==> config.mk <==
export PLATFORM = sky130hd
export DESIGN_NAME = core_top
export DESIGN_NICKNAME = d
export VERILOG_FILES = /design/src/hdl/core_pkg.sv /design/src/hdl/core_top.sv /design/src/hdl/decode_unit.sv /design/src/hdl/execute_stage.sv /design/src/hdl/fetch_stage.sv /design/src/hdl/hazard_forward.sv /design/src/hdl/reg_file.sv /design/src/hdl/writeback_stage.sv
export VERILOG_INCLUDE_DIRS = /design/src /design/src/hdl
export SDC_FILE = /design/constraint.sdc
export NUM_CORES = 2
export LEC_CHECK = 0
export BUFFER_PORTS_ARGS = -buffer_cell sky130_fd_sc_hd__buf_2
export CAP_MARGIN = 20
export CORE_UTILIZATION = 45
export CTS_BUF_LIST = sky130_fd_sc_hd__clkbuf_16
export DETAILED_ROUTE_END_ITERATION = 12
export PLACE_DENSITY = 0.57
export SLEW_MARGIN = 15
export SYNTH_ARGS = -nofsm -noshare
export SYNTH_HDL_FRONTEND = slang
export SYNTH_SLANG_ARGS = --single-unit
==> constraint.sdc <==
create_clock -name clk -period 14.12 [get_ports clk]
set_clock_uncertainty 0.05 [all_clocks]
set_input_delay 2.824 -clock clk [delete_from_list [all_inputs] [get_ports clk]]
set_output_delay 2.824 -clock clk [all_outputs]
set_load 0.005 [all_outputs]
==> src/hdl/core_config.svh <==
// core configuration macros: data width, register file size, reset address
`ifndef CORE_CONFIG_SVH
`define CORE_CONFIG_SVH

// data and address width
`define XLEN 32

// register index width and register count
`define REG_ADDR_W 5
`define NUM_REGS 32

// address of the first fetch after reset
`define RESET_PC 32'h0000_0000

`endif

==> src/hdl/core_pkg.sv <==
// core package: ALU op enum, control struct, pipeline register structs, forward select
`include "core_config.svh"

package core_pkg;

	typedef enum logic [3:0] {
		ALU_ADD = 4'd0,
		ALU_SUB = 4'd1,
		ALU_AND = 4'd2,
		ALU_OR  = 4'd3,
		ALU_SLT = 4'd4
	} alu_op_e;

	// control bits produced by decode
	typedef struct packed {
		alu_op_e alu_op;
		logic    reg_write;
		logic    mem_read;
		logic    mem_write;
		logic    alu_src_imm;
		logic    branch;
		logic    branch_ne;
		logic    link;
	} ctrl_t;

	// ----------------------------------------------------------------------
	// pipeline registers
	// ----------------------------------------------------------------------

	typedef struct packed {
		ctrl_t                  ctrl;
		logic [`XLEN-1:0]       rs1_data;
		logic [`XLEN-1:0]       rs2_data;
		logic [`REG_ADDR_W-1:0] rs1;
		logic [`REG_ADDR_W-1:0] rs2;
		logic [`REG_ADDR_W-1:0] rd;
		logic [`XLEN-1:0]       imm;
		logic [`XLEN-1:0]       pc_plus4;
		logic [`XLEN-1:0]       br_target;
	} id_ex_t;

	typedef struct packed {
		logic                   reg_write;
		logic                   mem_read;
		logic                   mem_write;
		logic                   link;
		logic [`XLEN-1:0]       alu_result;
		logic [`XLEN-1:0]       store_data;
		logic [`REG_ADDR_W-1:0] rd;
		logic [`XLEN-1:0]       pc_plus4;
	} ex_mem_t;

	// link value already chosen in MEM, so one data field
	typedef struct packed {
		logic                   reg_write;
		logic [`XLEN-1:0]       wb_data;
		logic [`REG_ADDR_W-1:0] rd;
	} mem_wb_t;

	typedef enum logic [1:0] {
		FWD_RF  = 2'd0,
		FWD_MEM = 2'd1,
		FWD_WB  = 2'd2
	} fwd_sel_e;

	// non-load result of the instruction in MEM
	function automatic logic [`XLEN-1:0] mem_result(input ex_mem_t em);
		return em.link ? em.pc_plus4 : em.alu_result;
	endfunction

endpackage

==> src/hdl/core_top.sv <==
// core top level: stage instances, hazard unit and memory port wiring
`include "core_config.svh"

module core_top import core_pkg::*; (
	input  logic             clk,
	input  logic             rst_n,
	output logic [`XLEN-1:0] imem_addr,
	input  logic [`XLEN-1:0] imem_data,
	output logic             dmem_ren,
	output logic             dmem_wen,
	output logic [`XLEN-1:0] dmem_addr,
	output logic [`XLEN-1:0] dmem_wdata,
	input  logic [`XLEN-1:0] dmem_rdata
);

	logic [`XLEN-1:0]       if_instr;
	logic [`XLEN-1:0]       if_pc;
	logic [`REG_ADDR_W-1:0] rs1_idx;
	logic [`REG_ADDR_W-1:0] rs2_idx;
	logic [`XLEN-1:0]       rs1_data;
	logic [`XLEN-1:0]       rs2_data;
	logic                   stall_id;
	logic                   flush_if;
	logic                   flush_id;
	logic                   jump_taken;
	logic [`XLEN-1:0]       jump_target;
	logic                   branch_taken;
	logic [`XLEN-1:0]       branch_target;
	logic [`XLEN-1:0]       mem_value;
	id_ex_t                 id_ex;
	ex_mem_t                ex_mem;
	mem_wb_t                mem_wb;
	fwd_sel_e               fwd_a;
	fwd_sel_e               fwd_b;
	fwd_sel_e               fwd_jalr;

	// data port comes straight from EX/MEM
	assign dmem_ren   = ex_mem.mem_read;
	assign dmem_wen   = ex_mem.mem_write;
	assign dmem_addr  = ex_mem.alu_result;
	assign dmem_wdata = ex_mem.store_data;

	// jalr base forwarded from MEM
	assign mem_value = mem_result(ex_mem);

	fetch_stage u_fetch (
		.clk           (clk),
		.rst_n         (rst_n),
		.stall_id      (stall_id),
		.flush_if      (flush_if),
		.jump_taken    (jump_taken),
		.branch_taken  (branch_taken),
		.jump_target   (jump_target),
		.branch_target (branch_target),
		.imem_data     (imem_data),
		.imem_addr     (imem_addr),
		.if_instr      (if_instr),
		.if_pc         (if_pc)
	);

	decode_unit u_decode (
		.clk         (clk),
		.rst_n       (rst_n),
		.if_instr    (if_instr),
		.if_pc       (if_pc),
		.rs1_data    (rs1_data),
		.rs2_data    (rs2_data),
		.stall_id    (stall_id),
		.flush_id    (flush_id),
		.fwd_jalr    (fwd_jalr),
		.mem_value   (mem_value),
		.rs1_idx     (rs1_idx),
		.rs2_idx     (rs2_idx),
		.jump_taken  (jump_taken),
		.jump_target (jump_target),
		.id_ex       (id_ex)
	);

	reg_file u_reg_file (
		.clk      (clk),
		.rst_n    (rst_n),
		.rs1_idx  (rs1_idx),
		.rs2_idx  (rs2_idx),
		.wb       (mem_wb),
		.rs1_data (rs1_data),
		.rs2_data (rs2_data)
	);

	hazard_forward u_hazard (
		.rs1_idx      (rs1_idx),
		.rs2_idx      (rs2_idx),
		.id_ex        (id_ex),
		.ex_mem       (ex_mem),
		.mem_wb       (mem_wb),
		.branch_taken (branch_taken),
		.jump_taken   (jump_taken),
		.stall_id     (stall_id),
		.flush_if     (flush_if),
		.flush_id     (flush_id),
		.fwd_a        (fwd_a),
		.fwd_b        (fwd_b),
		.fwd_jalr     (fwd_jalr)
	);

	execute_stage u_execute (
		.clk           (clk),
		.rst_n         (rst_n),
		.id_ex         (id_ex),
		.fwd_a         (fwd_a),
		.fwd_b         (fwd_b),
		.mem_wb        (mem_wb),
		.branch_taken  (branch_taken),
		.branch_target (branch_target),
		.ex_mem        (ex_mem)
	);

	writeback_stage u_writeback (
		.clk        (clk),
		.rst_n      (rst_n),
		.ex_mem     (ex_mem),
		.dmem_rdata (dmem_rdata),
		.mem_wb     (mem_wb)
	);

endmodule

==> src/hdl/decode_unit.sv <==
// decode: field split, main and ALU control, immediates, jump resolve, ID/EX register
`include "core_config.svh"

module decode_unit import core_pkg::*; (
	input  logic                   clk,
	input  logic                   rst_n,
	input  logic [`XLEN-1:0]       if_instr,
	input  logic [`XLEN-1:0]       if_pc,
	input  logic [`XLEN-1:0]       rs1_data,
	input  logic [`XLEN-1:0]       rs2_data,
	input  logic                   stall_id,
	input  logic                   flush_id,
	input  fwd_sel_e               fwd_jalr,
	input  logic [`XLEN-1:0]       mem_value,
	output logic [`REG_ADDR_W-1:0] rs1_idx,
	output logic [`REG_ADDR_W-1:0] rs2_idx,
	output logic                   jump_taken,
	output logic [`XLEN-1:0]       jump_target,
	output id_ex_t                 id_ex
);

	localparam logic [6:0] OP_REG    = 7'b0110011;
	localparam logic [6:0] OP_IMM    = 7'b0010011;
	localparam logic [6:0] OP_LOAD   = 7'b0000011;
	localparam logic [6:0] OP_STORE  = 7'b0100011;
	localparam logic [6:0] OP_BRANCH = 7'b1100011;
	localparam logic [6:0] OP_JAL    = 7'b1101111;
	localparam logic [6:0] OP_JALR   = 7'b1100111;

	logic [6:0]             opcode;
	logic [2:0]             funct3;
	logic                   sub_bit;
	logic [`REG_ADDR_W-1:0] rd;
	logic [`XLEN-1:0]       imm_i;
	logic [`XLEN-1:0]       imm_s;
	logic [`XLEN-1:0]       imm_b;
	logic [`XLEN-1:0]       imm_j;
	logic [`XLEN-1:0]       imm;
	logic [`XLEN-1:0]       jalr_base;
	logic [`XLEN-1:0]       jalr_sum;
	alu_op_e                alu_fn;
	ctrl_t                  ctrl;

	assign opcode  = if_instr[6:0];
	assign rd      = if_instr[11:7];
	assign funct3  = if_instr[14:12];
	assign rs1_idx = if_instr[19:15];
	assign rs2_idx = if_instr[24:20];
	assign sub_bit = if_instr[30];

	assign imm_i = {{20{if_instr[31]}}, if_instr[31:20]};
	assign imm_s = {{20{if_instr[31]}}, if_instr[31:25], if_instr[11:7]};
	assign imm_b = {{19{if_instr[31]}}, if_instr[31], if_instr[7], if_instr[30:25],
		if_instr[11:8], 1'b0};
	assign imm_j = {{11{if_instr[31]}}, if_instr[31], if_instr[19:12], if_instr[20],
		if_instr[30:21], 1'b0};

	// ALU control for R-type
	always_comb begin
		case (funct3)
			3'b000:  alu_fn = sub_bit ? ALU_SUB : ALU_ADD;
			3'b010:  alu_fn = ALU_SLT;
			3'b110:  alu_fn = ALU_OR;
			3'b111:  alu_fn = ALU_AND;
			default: alu_fn = ALU_ADD;
		endcase
	end

	// ----------------------------------------------------------------------
	// main control
	// ----------------------------------------------------------------------
	always_comb begin
		ctrl = '0;
		imm  = '0;
		case (opcode)
			OP_REG: begin
				ctrl.reg_write = 1'b1;
				ctrl.alu_op    = alu_fn;
			end
			OP_IMM: begin
				ctrl.reg_write   = 1'b1;
				ctrl.alu_src_imm = 1'b1;
				imm              = imm_i;
			end
			OP_LOAD: begin
				ctrl.reg_write   = 1'b1;
				ctrl.mem_read    = 1'b1;
				ctrl.alu_src_imm = 1'b1;
				imm              = imm_i;
			end
			OP_STORE: begin
				ctrl.mem_write   = 1'b1;
				ctrl.alu_src_imm = 1'b1;
				imm              = imm_s;
			end
			OP_BRANCH: begin
				// funct3[0] separates bne from beq
				ctrl.branch    = 1'b1;
				ctrl.branch_ne = funct3[0];
				imm            = imm_b;
			end
			OP_JAL, OP_JALR: begin
				ctrl.reg_write = 1'b1;
				ctrl.link      = 1'b1;
			end
			default: ;
		endcase
	end

	// jumps resolve here, jalr base may come from MEM
	assign jump_taken = (opcode == OP_JAL) || (opcode == OP_JALR);
	assign jalr_base  = (fwd_jalr == FWD_MEM) ? mem_value : rs1_data;
	assign jalr_sum   = jalr_base + imm_i;

	always_comb begin
		if (opcode == OP_JALR)
			jump_target = {jalr_sum[`XLEN-1:1], 1'b0};
		else
			jump_target = if_pc + imm_j;
	end

	// ID/EX, bubble on stall or flush
	always_ff @(posedge clk) begin
		if (!rst_n || stall_id || flush_id)
			id_ex.ctrl <= '0;
		else
			id_ex.ctrl <= ctrl;
		id_ex.rs1_data  <= rs1_data;
		id_ex.rs2_data  <= rs2_data;
		id_ex.rs1       <= rs1_idx;
		id_ex.rs2       <= rs2_idx;
		id_ex.rd        <= rd;
		id_ex.imm       <= imm;
		id_ex.pc_plus4  <= if_pc + 4;
		id_ex.br_target <= if_pc + imm_b;
	end

endmodule

==> src/hdl/execute_stage.sv <==
// execute stage: operand forwarding, ALU, branch decision and EX/MEM register
`include "core_config.svh"

module execute_stage import core_pkg::*; (
	input  logic             clk,
	input  logic             rst_n,
	input  id_ex_t           id_ex,
	input  fwd_sel_e         fwd_a,
	input  fwd_sel_e         fwd_b,
	input  mem_wb_t          mem_wb,
	output logic             branch_taken,
	output logic [`XLEN-1:0] branch_target,
	output ex_mem_t          ex_mem
);

	logic [`XLEN-1:0] mem_value;
	logic [`XLEN-1:0] op_a;
	logic [`XLEN-1:0] rs2_val;
	logic [`XLEN-1:0] op_b;
	logic [`XLEN-1:0] alu_y;
	logic             operands_eq;

	function automatic logic [`XLEN-1:0] fwd_mux(input fwd_sel_e sel,
		input logic [`XLEN-1:0] rf, input logic [`XLEN-1:0] mem,
		input logic [`XLEN-1:0] wb);
		case (sel)
			FWD_MEM: return mem;
			FWD_WB:  return wb;
			default: return rf;
		endcase
	endfunction

	assign mem_value = mem_result(ex_mem);
	assign op_a      = fwd_mux(fwd_a, id_ex.rs1_data, mem_value, mem_wb.wb_data);
	assign rs2_val   = fwd_mux(fwd_b, id_ex.rs2_data, mem_value, mem_wb.wb_data);
	assign op_b      = id_ex.ctrl.alu_src_imm ? id_ex.imm : rs2_val;

	// ----------------------------------------------------------------------
	// ALU
	// ----------------------------------------------------------------------
	always_comb begin
		case (id_ex.ctrl.alu_op)
			ALU_SUB: alu_y = op_a - op_b;
			ALU_AND: alu_y = op_a & op_b;
			ALU_OR:  alu_y = op_a | op_b;
			ALU_SLT: alu_y = {{(`XLEN-1){1'b0}}, $signed(op_a) < $signed(op_b)};
			default: alu_y = op_a + op_b;
		endcase
	end

	// beq / bne on register operands
	assign operands_eq   = (op_a == rs2_val);
	assign branch_taken  = id_ex.ctrl.branch && (operands_eq != id_ex.ctrl.branch_ne);
	assign branch_target = id_ex.br_target;

	// EX/MEM
	always_ff @(posedge clk) begin
		if (!rst_n) begin
			ex_mem.reg_write <= 1'b0;
			ex_mem.mem_read  <= 1'b0;
			ex_mem.mem_write <= 1'b0;
			ex_mem.link      <= 1'b0;
		end else begin
			ex_mem.reg_write <= id_ex.ctrl.reg_write;
			ex_mem.mem_read  <= id_ex.ctrl.mem_read;
			ex_mem.mem_write <= id_ex.ctrl.mem_write;
			ex_mem.link      <= id_ex.ctrl.link;
		end
		ex_mem.alu_result <= alu_y;
		ex_mem.store_data <= rs2_val;
		ex_mem.rd         <= id_ex.rd;
		ex_mem.pc_plus4   <= id_ex.pc_plus4;
	end

	// decode never asks for a load and a store together
	a_no_rw_conflict: assert property (@(posedge clk) disable iff (!rst_n)
		!(ex_mem.mem_read && ex_mem.mem_write));

endmodule

==> src/hdl/fetch_stage.sv <==
// fetch stage: program counter, next-pc select and IF/ID register
`include "core_config.svh"

module fetch_stage (
	input  logic             clk,
	input  logic             rst_n,
	input  logic             stall_id,
	input  logic             flush_if,
	input  logic             jump_taken,
	input  logic             branch_taken,
	input  logic [`XLEN-1:0] jump_target,
	input  logic [`XLEN-1:0] branch_target,
	input  logic [`XLEN-1:0] imem_data,
	output logic [`XLEN-1:0] imem_addr,
	output logic [`XLEN-1:0] if_instr,
	output logic [`XLEN-1:0] if_pc
);

	logic [`XLEN-1:0] pc;
	logic [`XLEN-1:0] pc_next;

	assign imem_addr = pc;

	// branch in EX is older than anything in decode
	always_comb begin
		if (branch_taken)
			pc_next = branch_target;
		else if (stall_id)
			pc_next = pc;
		else if (jump_taken)
			pc_next = jump_target;
		else
			pc_next = pc + 4;
	end

	always_ff @(posedge clk) begin
		if (!rst_n)
			pc <= `RESET_PC;
		else
			pc <= pc_next;
	end

	// IF/ID, all-zero word decodes as a bubble
	always_ff @(posedge clk) begin
		if (!rst_n || flush_if) begin
			if_instr <= '0;
			if_pc    <= '0;
		end else if (!stall_id) begin
			if_instr <= imem_data;
			if_pc    <= pc;
		end
	end

	// a taken branch must flush IF/ID and never leave it held
	a_branch_flushes: assert property (@(posedge clk) disable iff (!rst_n)
		branch_taken |-> (flush_if && !stall_id));

endmodule

==> src/hdl/hazard_forward.sv <==
// hazard and forwarding control: load-use and jalr stalls, flushes, forward selects
`include "core_config.svh"

module hazard_forward import core_pkg::*; (
	input  logic [`REG_ADDR_W-1:0] rs1_idx,
	input  logic [`REG_ADDR_W-1:0] rs2_idx,
	input  id_ex_t                 id_ex,
	input  ex_mem_t                ex_mem,
	input  mem_wb_t                mem_wb,
	input  logic                   branch_taken,
	input  logic                   jump_taken,
	output logic                   stall_id,
	output logic                   flush_if,
	output logic                   flush_id,
	output fwd_sel_e               fwd_a,
	output fwd_sel_e               fwd_b,
	output fwd_sel_e               fwd_jalr
);

	logic load_use;
	logic jalr_wait;

	// youngest producer wins, x0 never forwarded
	function automatic fwd_sel_e pick_src(input logic [`REG_ADDR_W-1:0] idx,
		input ex_mem_t em, input mem_wb_t mw, input logic use_wb);
		fwd_sel_e sel;
		sel = FWD_RF;
		if (idx != '0) begin
			if (em.reg_write && em.rd == idx)
				sel = FWD_MEM;
			else if (use_wb && mw.reg_write && mw.rd == idx)
				sel = FWD_WB;
		end
		return sel;
	endfunction

	always_comb begin
		fwd_a    = pick_src(id_ex.rs1, ex_mem, mem_wb, 1'b1);
		fwd_b    = pick_src(id_ex.rs2, ex_mem, mem_wb, 1'b1);
		// WB reaches decode through the register file write-through
		fwd_jalr = pick_src(rs1_idx, ex_mem, mem_wb, 1'b0);
	end

	// ----------------------------------------------------------------------
	// stalls and flushes
	// ----------------------------------------------------------------------
	assign load_use = id_ex.ctrl.mem_read && (id_ex.rd != '0) &&
		(id_ex.rd == rs1_idx || id_ex.rd == rs2_idx);

	// jump base not yet available: producer in EX, or a load in MEM
	assign jalr_wait = jump_taken && (rs1_idx != '0) &&
		((id_ex.ctrl.reg_write && id_ex.rd == rs1_idx) ||
		(ex_mem.mem_read && ex_mem.rd == rs1_idx));

	// a taken branch kills decode anyway
	assign stall_id = (load_use || jalr_wait) && !branch_taken;
	assign flush_if = branch_taken || (jump_taken && !stall_id);
	assign flush_id = branch_taken;

endmodule

==> src/hdl/reg_file.sv <==
// register file: two read ports, one write port, x0 fixed at zero, write-through
`include "core_config.svh"

module reg_file import core_pkg::*; (
	input  logic                   clk,
	input  logic                   rst_n,
	input  logic [`REG_ADDR_W-1:0] rs1_idx,
	input  logic [`REG_ADDR_W-1:0] rs2_idx,
	input  mem_wb_t                wb,
	output logic [`XLEN-1:0]       rs1_data,
	output logic [`XLEN-1:0]       rs2_data
);

	logic [`XLEN-1:0] regs [`NUM_REGS];
	logic             wr_en;

	// x0 is never written
	assign wr_en = wb.reg_write && (wb.rd != '0);

	always_ff @(posedge clk) begin
		if (!rst_n) begin
			for (int i = 0; i < `NUM_REGS; i++)
				regs[i] <= '0;
		end else if (wr_en) begin
			regs[wb.rd] <= wb.wb_data;
		end
	end

	// same-cycle write is visible to decode
	assign rs1_data = (wr_en && wb.rd == rs1_idx) ? wb.wb_data : regs[rs1_idx];
	assign rs2_data = (wr_en && wb.rd == rs2_idx) ? wb.wb_data : regs[rs2_idx];

endmodule

==> src/hdl/writeback_stage.sv <==
// writeback: result select in MEM and the MEM/WB register
`include "core_config.svh"

module writeback_stage import core_pkg::*; (
	input  logic             clk,
	input  logic             rst_n,
	input  ex_mem_t          ex_mem,
	input  logic [`XLEN-1:0] dmem_rdata,
	output mem_wb_t          mem_wb
);

	logic [`XLEN-1:0] wb_value;

	// load data, else link address or ALU result
	assign wb_value = ex_mem.mem_read ? dmem_rdata : mem_result(ex_mem);

	always_ff @(posedge clk) begin
		if (!rst_n)
			mem_wb.reg_write <= 1'b0;
		else
			mem_wb.reg_write <= ex_mem.reg_write;
		mem_wb.wb_data <= wb_value;
		mem_wb.rd      <= ex_mem.rd;
	end

endmodule

---- Word-level counts from Yosys, hierarchy flattened ----
Memories as Yosys holds them, arrays and structs flattened. A register that Yosys moved wholly into a read port is not among the register bits.
Index checks and enable logic that the tools add are counted.
word-level totals
  output and inout bits ................... 98
  RAM bits ................................ 1024
  bits in registers ....................... 425
  memories ................................ 1
  word-level logic and storage cells ...... 156
memories
  memory           words  width  read ports  clocked after memory_dff  wr ports  line            text
  u_reg_file.regs  32     32     2           2                         32        reg_file.sv:14  logic [`XLEN-1:0] regs [`NUM_REGS];
cells by class
  mux-type cells .......................... 41
  reduce and logical (&&, ||, !) cells .... 41
  eq/ne operators ......................... 31
  add/sub/neg operators ................... 7
  $lt $le $gt $ge ......................... 1
  bitwise gates (word level) .............. 4
operators by type and width
  operator                                                                count
  32-bit 2-to-1 mux                                                       11
  32-bit adder                                                            4
  32-bit one-hot mux with 2 select lines                                  2
  32-bit one-hot mux with 4 select lines                                  1
  32-bit one-hot mux with 3 select lines                                  1
  32-bit by 3-bit adder with 32-bit output (second input constant)        2
  5-bit equality test                                                     9
  32-bit bitwise AND                                                      1
  32-bit equality test                                                    1
  32-bit < comparator                                                     1
  32-bit OR                                                               1
  32-bit OR reduction                                                     1
  32-bit subtractor                                                       1
  5-bit 2-to-1 mux                                                        5
  5-bit nonzero test                                                      5
  7-bit equality test (second input constant)                             3
  1-bit logical AND                                                       17
  2-bit 2-to-1 mux                                                        8
  4-bit one-hot mux with 4 select lines                                   1
  7-bit by 6-bit equality test with 1-bit output (second input constant)  2
  1-bit 2-to-1 mux                                                        12
  4-bit by 2-bit equality test with 1-bit output (second input constant)  2
  1-bit logical OR                                                        8
  2-bit OR reduction                                                      4
  other kinds (15)                                                        22

---- Depth between registers and ports, before layout ----
  word-level depth ........................ 17
  gate-level depth with buffers ........... 28

---- By module ----
Synthesis repeated with hierarchy kept, for this count alone.
unflattened totals
  cell total of the unflattened synthesis .. 6567
  area, all modules ....................... 79696.4 um^2
modules (own cells, without submodules)
  module           area each (um^2)  seq. area each (um^2)  instances  cells an instance
  reg_file         53612.7           30749.5                1          3499
  execute_stage    9754.4            2102.0                 1          1267
  decode_unit      9223.8            3303.2                 1          1018
  fetch_stage      4543.1            1921.8                 1          530
  writeback_stage  1481.4            760.7                  1          146
  core_top         544.3             0.0                    1          36
  hazard_forward   536.8             0.0                    1          71

---- Least setup slack after synthesis ----
No wires, ideal clock.
  path type ............................... register to register
  start ................................... register (tool-made name)
  end ..................................... register u_fetch.pc[28], in the netlist u_fetch.imem_addr[28]
  setup time .............................. 116 ps
  period minus slack after synthesis ...... 7099 ps
  stages on the path, launching flop included .. 25
  setup slack ............................. 7021 ps
  arrival time ............................ 6933 ps
  path through ............................ dfxtp_1 clkbuf_1 buf_1 clkbuf_1 clkbuf_1 buf_1 mux4_2 mux4_2 mux2i_1 o21ai_0 mux2_2 fa_1 a21oi_1 o21ai_0 a2111oi_0 o311ai_0 and3_1 o21a_1 o21a_1 a221o_1 a21oi_1 xnor2_1 a311oi_1 o21ai_0 and3_1
RTL lines
  what                  line               text
  end signal, assigned  fetch_stage.sv:38  pc <= `RESET_PC;
  end signal, assigned  fetch_stage.sv:40  pc <= pc_next;
  end, declared         fetch_stage.sv:19  logic [`XLEN-1:0] pc;

---- Worst setup path in the final report ----
  start ................................... register u_writeback.mem_wb[4] (netlist name)
  end ..................................... register u_fetch.if_pc[25]
between the ends
  word-level cells in the longest chain between the ends .. 16
ends and longest elaborated chain
  what                                                                                   line                  text
  5-bit equality test                                                                    hazard_forward.sv:31  else if (use_wb && mw.reg_write && mw.rd == idx)
  1-bit logical AND                                                                      hazard_forward.sv:31
  2-bit 2-to-1 mux                                                                       hazard_forward.sv:31
  2-bit 2-to-1 mux                                                                       hazard_forward.sv:29  if (em.reg_write && em.rd == idx)
  2-bit 2-to-1 mux                                                                       hazard_forward.sv:28  if (idx != '0) begin
  2-bit equality test or 2-bit by 1-bit equality test with 1-bit output (tied branches)  execute_stage.sv:26   case (sel)
  32-bit one-hot mux with 2 select lines                                                 execute_stage.sv:26
  32-bit equality test *                                                                 execute_stage.sv:52   assign operands_eq = (op_a == rs2_val);
  1-bit != test *                                                                        execute_stage.sv:53   assign branch_taken = id_ex.ctrl.branch && (operands_eq != id_ex.ctrl.branch_ne);
  1-bit logical AND *                                                                    execute_stage.sv:53
  1-bit logical NOT                                                                      hazard_forward.sv:56  assign stall_id = (load_use || jalr_wait) && !branch_taken;
  1-bit logical AND                                                                      hazard_forward.sv:56
  1-bit logical NOT                                                                      hazard_forward.sv:57  assign flush_if = branch_taken || (jump_taken && !stall_id);
  1-bit logical AND                                                                      hazard_forward.sv:57
  1-bit logical OR                                                                       hazard_forward.sv:57
  1-bit logical OR                                                                       fetch_stage.sv:45     if (!rst_n || flush_if) begin
  end signal, assigned                                                                   fetch_stage.sv:50     if_pc <= pc;
  end, declared                                                                          fetch_stage.sv:16     output logic [`XLEN-1:0] if_pc
Mark *: on every way between the ends. The rest lies on a longest branch, timed or not.
A chain may end at the register's enable or synchronous reset.

==> impl_metrics.json <==
{
  "status": "complete, no violations",
  "slowest_stage": "nor2b_4",
  "cap_viol_max_count": 0,
  "ant_nets": 0,
  "via_per_inst": 6.32,
  "cp-start-kind": "flip-flop",
  "drc": 0,
  "post-place-ws_ps": 6360,
  "synth-main-ff-cell": "edfxtp_1",
  "p_leak_nw": 32.2,
  "start_util": 0.454,
  "top_usage_layer": "met2",
  "peakVddDrop_mv": 0.121,
  "io_pins": 164,
  "synth.avg_cell_area_um2": 12.7,
  "worst_path_most_repeated_cell": "buf_4",
  "synth_edf_count": 1024,
  "io_buffers": 163,
  "cts_tree": "yes",
  "clk_path_buf_depth": 3,
  "grt_pass1_vias": 53400,
  "drt_iter0_markers": 7777,
  "antenna_found_initial": 26,
  "yosysMostFrequentCell": "edfxtp_1",
  "grt_use_met3": 0.0596,
  "synth_cells": 6250,
  "power_density_nw_per_um2": 132,
  "core-area_um2": 174000,
  "clock_latency_ps": 830,
  "fin_ws_ps": 6160,
  "netlist_top_cells_area": "edfxtp_1 39%, mux4_2 18%, dfxtp_1 10%",
  "wl_per_cell_um": 33.0,
  "cts_resized": 0,
  "vias": 54800,
  "grt_first_pass_wirelength_um": 404000,
  "synth_top_area_frac": 0.389,
  "hpwl_um": 182000,
  "layout.nets": 6439,
  "cp.required_ps": 14760,
  "synthArstFlopShare": 0,
  "ys_types": 91,
  "numCtsBuffers": 161,
  "worst_pin_slew_ps": 1150,
  "period_share": 0.564,
  "hold_path_class": "flip-flop to flip-flop",
  "clock_sinks": 1438,
  "dieArea_um2": 178000,
  "path_clk_slew_ps": 60,
  "netlist_area_um2": 79100,
  "crit_path_end_kind": "flip-flop",
  "fmax_mhz": 126,
  "crit_arrival_ps": 8600,
  "cts_setup_buffers": 0,
  "first_pass_iters": 6,
  "ys_ff_latch": 1438,
  "critical-path-max-stage-delay_ps": 980,
  "grt_max_degree": 114,
  "synth_warnings": 0,
  "finalCriticalPeriod_ps": 7960,
  "grt_setup_unrepaired": "no",
  "cts_hold_buf": 0,
  "ys_seq_area_frac": 0.493,
  "synth_commonest_cells": "1,024 x edfxtp_1, 1,000 x and2_1, 630 x mux4_2, 428 x clkbuf_1, 414 x dfxtp_1",
  "tns_ps": 0,
  "area_delta_synth_final_pct": 10.9,
  "gr-usage-all-layers": 0.319,
  "gp_congestion": 0.944,
  "die_width_um": 421,
  "path_class": "flip-flop to flip-flop",
  "gr-total-overflow": 0,
  "wirelength_um": 286000,
  "drv_slew": 0,
  "drive_gt1_frac": 0.222,
  "power_mw": 11.6,
  "cts_root_buffer": "clkbuf_16",
  "met2_usage": 0.477,
  "die_y_um": 421,
  "synth_area_leader_cell": "edfxtp_1",
  "hold_violations": 0,
  "grtUsageMet1": 0.462,
  "rows": 153,
  "cp_max_fo": 62,
  "setup_viol": 0,
  "crit_chain": "xor2_1 > nor3_1 > nand3_1 > or3_1 > ha_2 > buf_4 > inv_1 > o21ai_0 > nor2_1 > or3_1 > or4_1 > or4_1 > o21ai_1 > a21boi_4 > buf_4 > nor2b_4 > buf_4 > mux2i_1 > nor2_1",
  "h-tree-depth": 4,
  "relSlewSlack": 0.235,
  "fill_cells": 14900
}
[stage by stage]
step	hold WS (ps)	instance area, µm²	cells	utilization
6_report	274	87700	8667	0.504
5_1_grt	278	87700	8657	0.504
4_1_cts	274	87700	8653	0.503
3_5_place_dp	262	82500	8356	0.474
3_3_place_gp	261	82500	8354	0.473
2_1_floorplan	260	79300	6281	-
[kinds of logic after synthesis]
kind of cell / after synthesis / synth area share
and+or+nand+nor: 1914 / 0.132
adders and majority gates: 178 / 0.0286
muxes: 879 / 0.212
xor gates and xnor gates: 181 / 0.0200
AOI/OAI and AO/OA: 904 / 0.0736
other: 1 / 0.0000474
DFF: 1438 / 0.493
buffers and inverters: 755 / 0.0397
[sequential cells by signal, summed over array words and instances (netlist names), named ones only]
register,count
u_fetch.imem_addr,32
u_execute.ex_mem,105
u_reg_file.regs,1024
u_fetch.if_instr,32
u_decode.id_ex,165
u_fetch.if_pc,32
u_writeback.mem_wb,38
[final timing paths]
path / from / end / slack (ps) / cells after the start
worst max-delay path: u_writeback.mem_wb[4]$_DFF_P_ / u_fetch.if_pc[25]$_SDFFE_PP0N_ / 6160 / 19
worst min-delay path: u_decode.id_ex[35]$_DFF_P_ / u_execute.ex_mem[3]$_DFF_P_ / 270 / 0
worst max register to register: u_writeback.mem_wb[4]$_DFF_P_ / u_fetch.if_pc[25]$_SDFFE_PP0N_ / 6160 / 19
worst min register to register: u_decode.id_ex[35]$_DFF_P_ / u_execute.ex_mem[3]$_DFF_P_ / 270 / 0
[routing by layer]
layer / routed length [µm] / up-vias / part of all wire
met5: 41 / - / 0.00014
met4: 11100 / 6 / 0.039
met3: 27000 / 501 / 0.094
met2: 127000 / 2992 / 0.44
met1: 121000 / 28200 / 0.42
li1: - / 23200 / -
[final cells by class]
type | count | area [µm²] | area share
Tap cell | 2325 | 2910 | 0.0332
Clock buffer | 164 | 4100 | 0.0468
Timing Repair Buffer | 335 | 2170 | 0.0247
Sequential cell | 1438 | 39100 | 0.445
Antenna cell | 13 | 32.5 | 0.000371
Clock inverter | 133 | 1090 | 0.0124
Inverter | 171 | 643 | 0.00733
Multi-Input combinational cell | 4088 | 37700 | 0.430
[critical path, delay by kind of cell, from the launching register on]
family,cells,cell delay [ps]
mux,1,260
simple gates,9,3500
fa+ha+maj,1,330
compound gates,3,890
buf+inv,4,1850
xor+xnor,1,120
flops,1,600
[cell usage in the layout, fill, tap and decap left out, types with 77 or more instances in the layout]
cell type	count
nor2_1	276
inv_1	211
nor3_1	77
ha_1	172
mux2_2	95
nand2_1	252
edfxtp_1	1024
o21ai_0	220
and2_1	1000
xnor2_1	123
dfxtp_1	401
a21oi_1	217
clkbuf_16	164
mux2i_1	154
mux4_2	630
buf_4	167
buf_2	162
[where the power goes]
part | switching (mW) | internal, mW
Sequential | 0.239 | 4.77
Clock | 1.83 | 2.36
Combinational | 1.61 | 0.805
Total | 3.69 | 7.94
No activity file was read; power rests on OpenSTA's default activity.
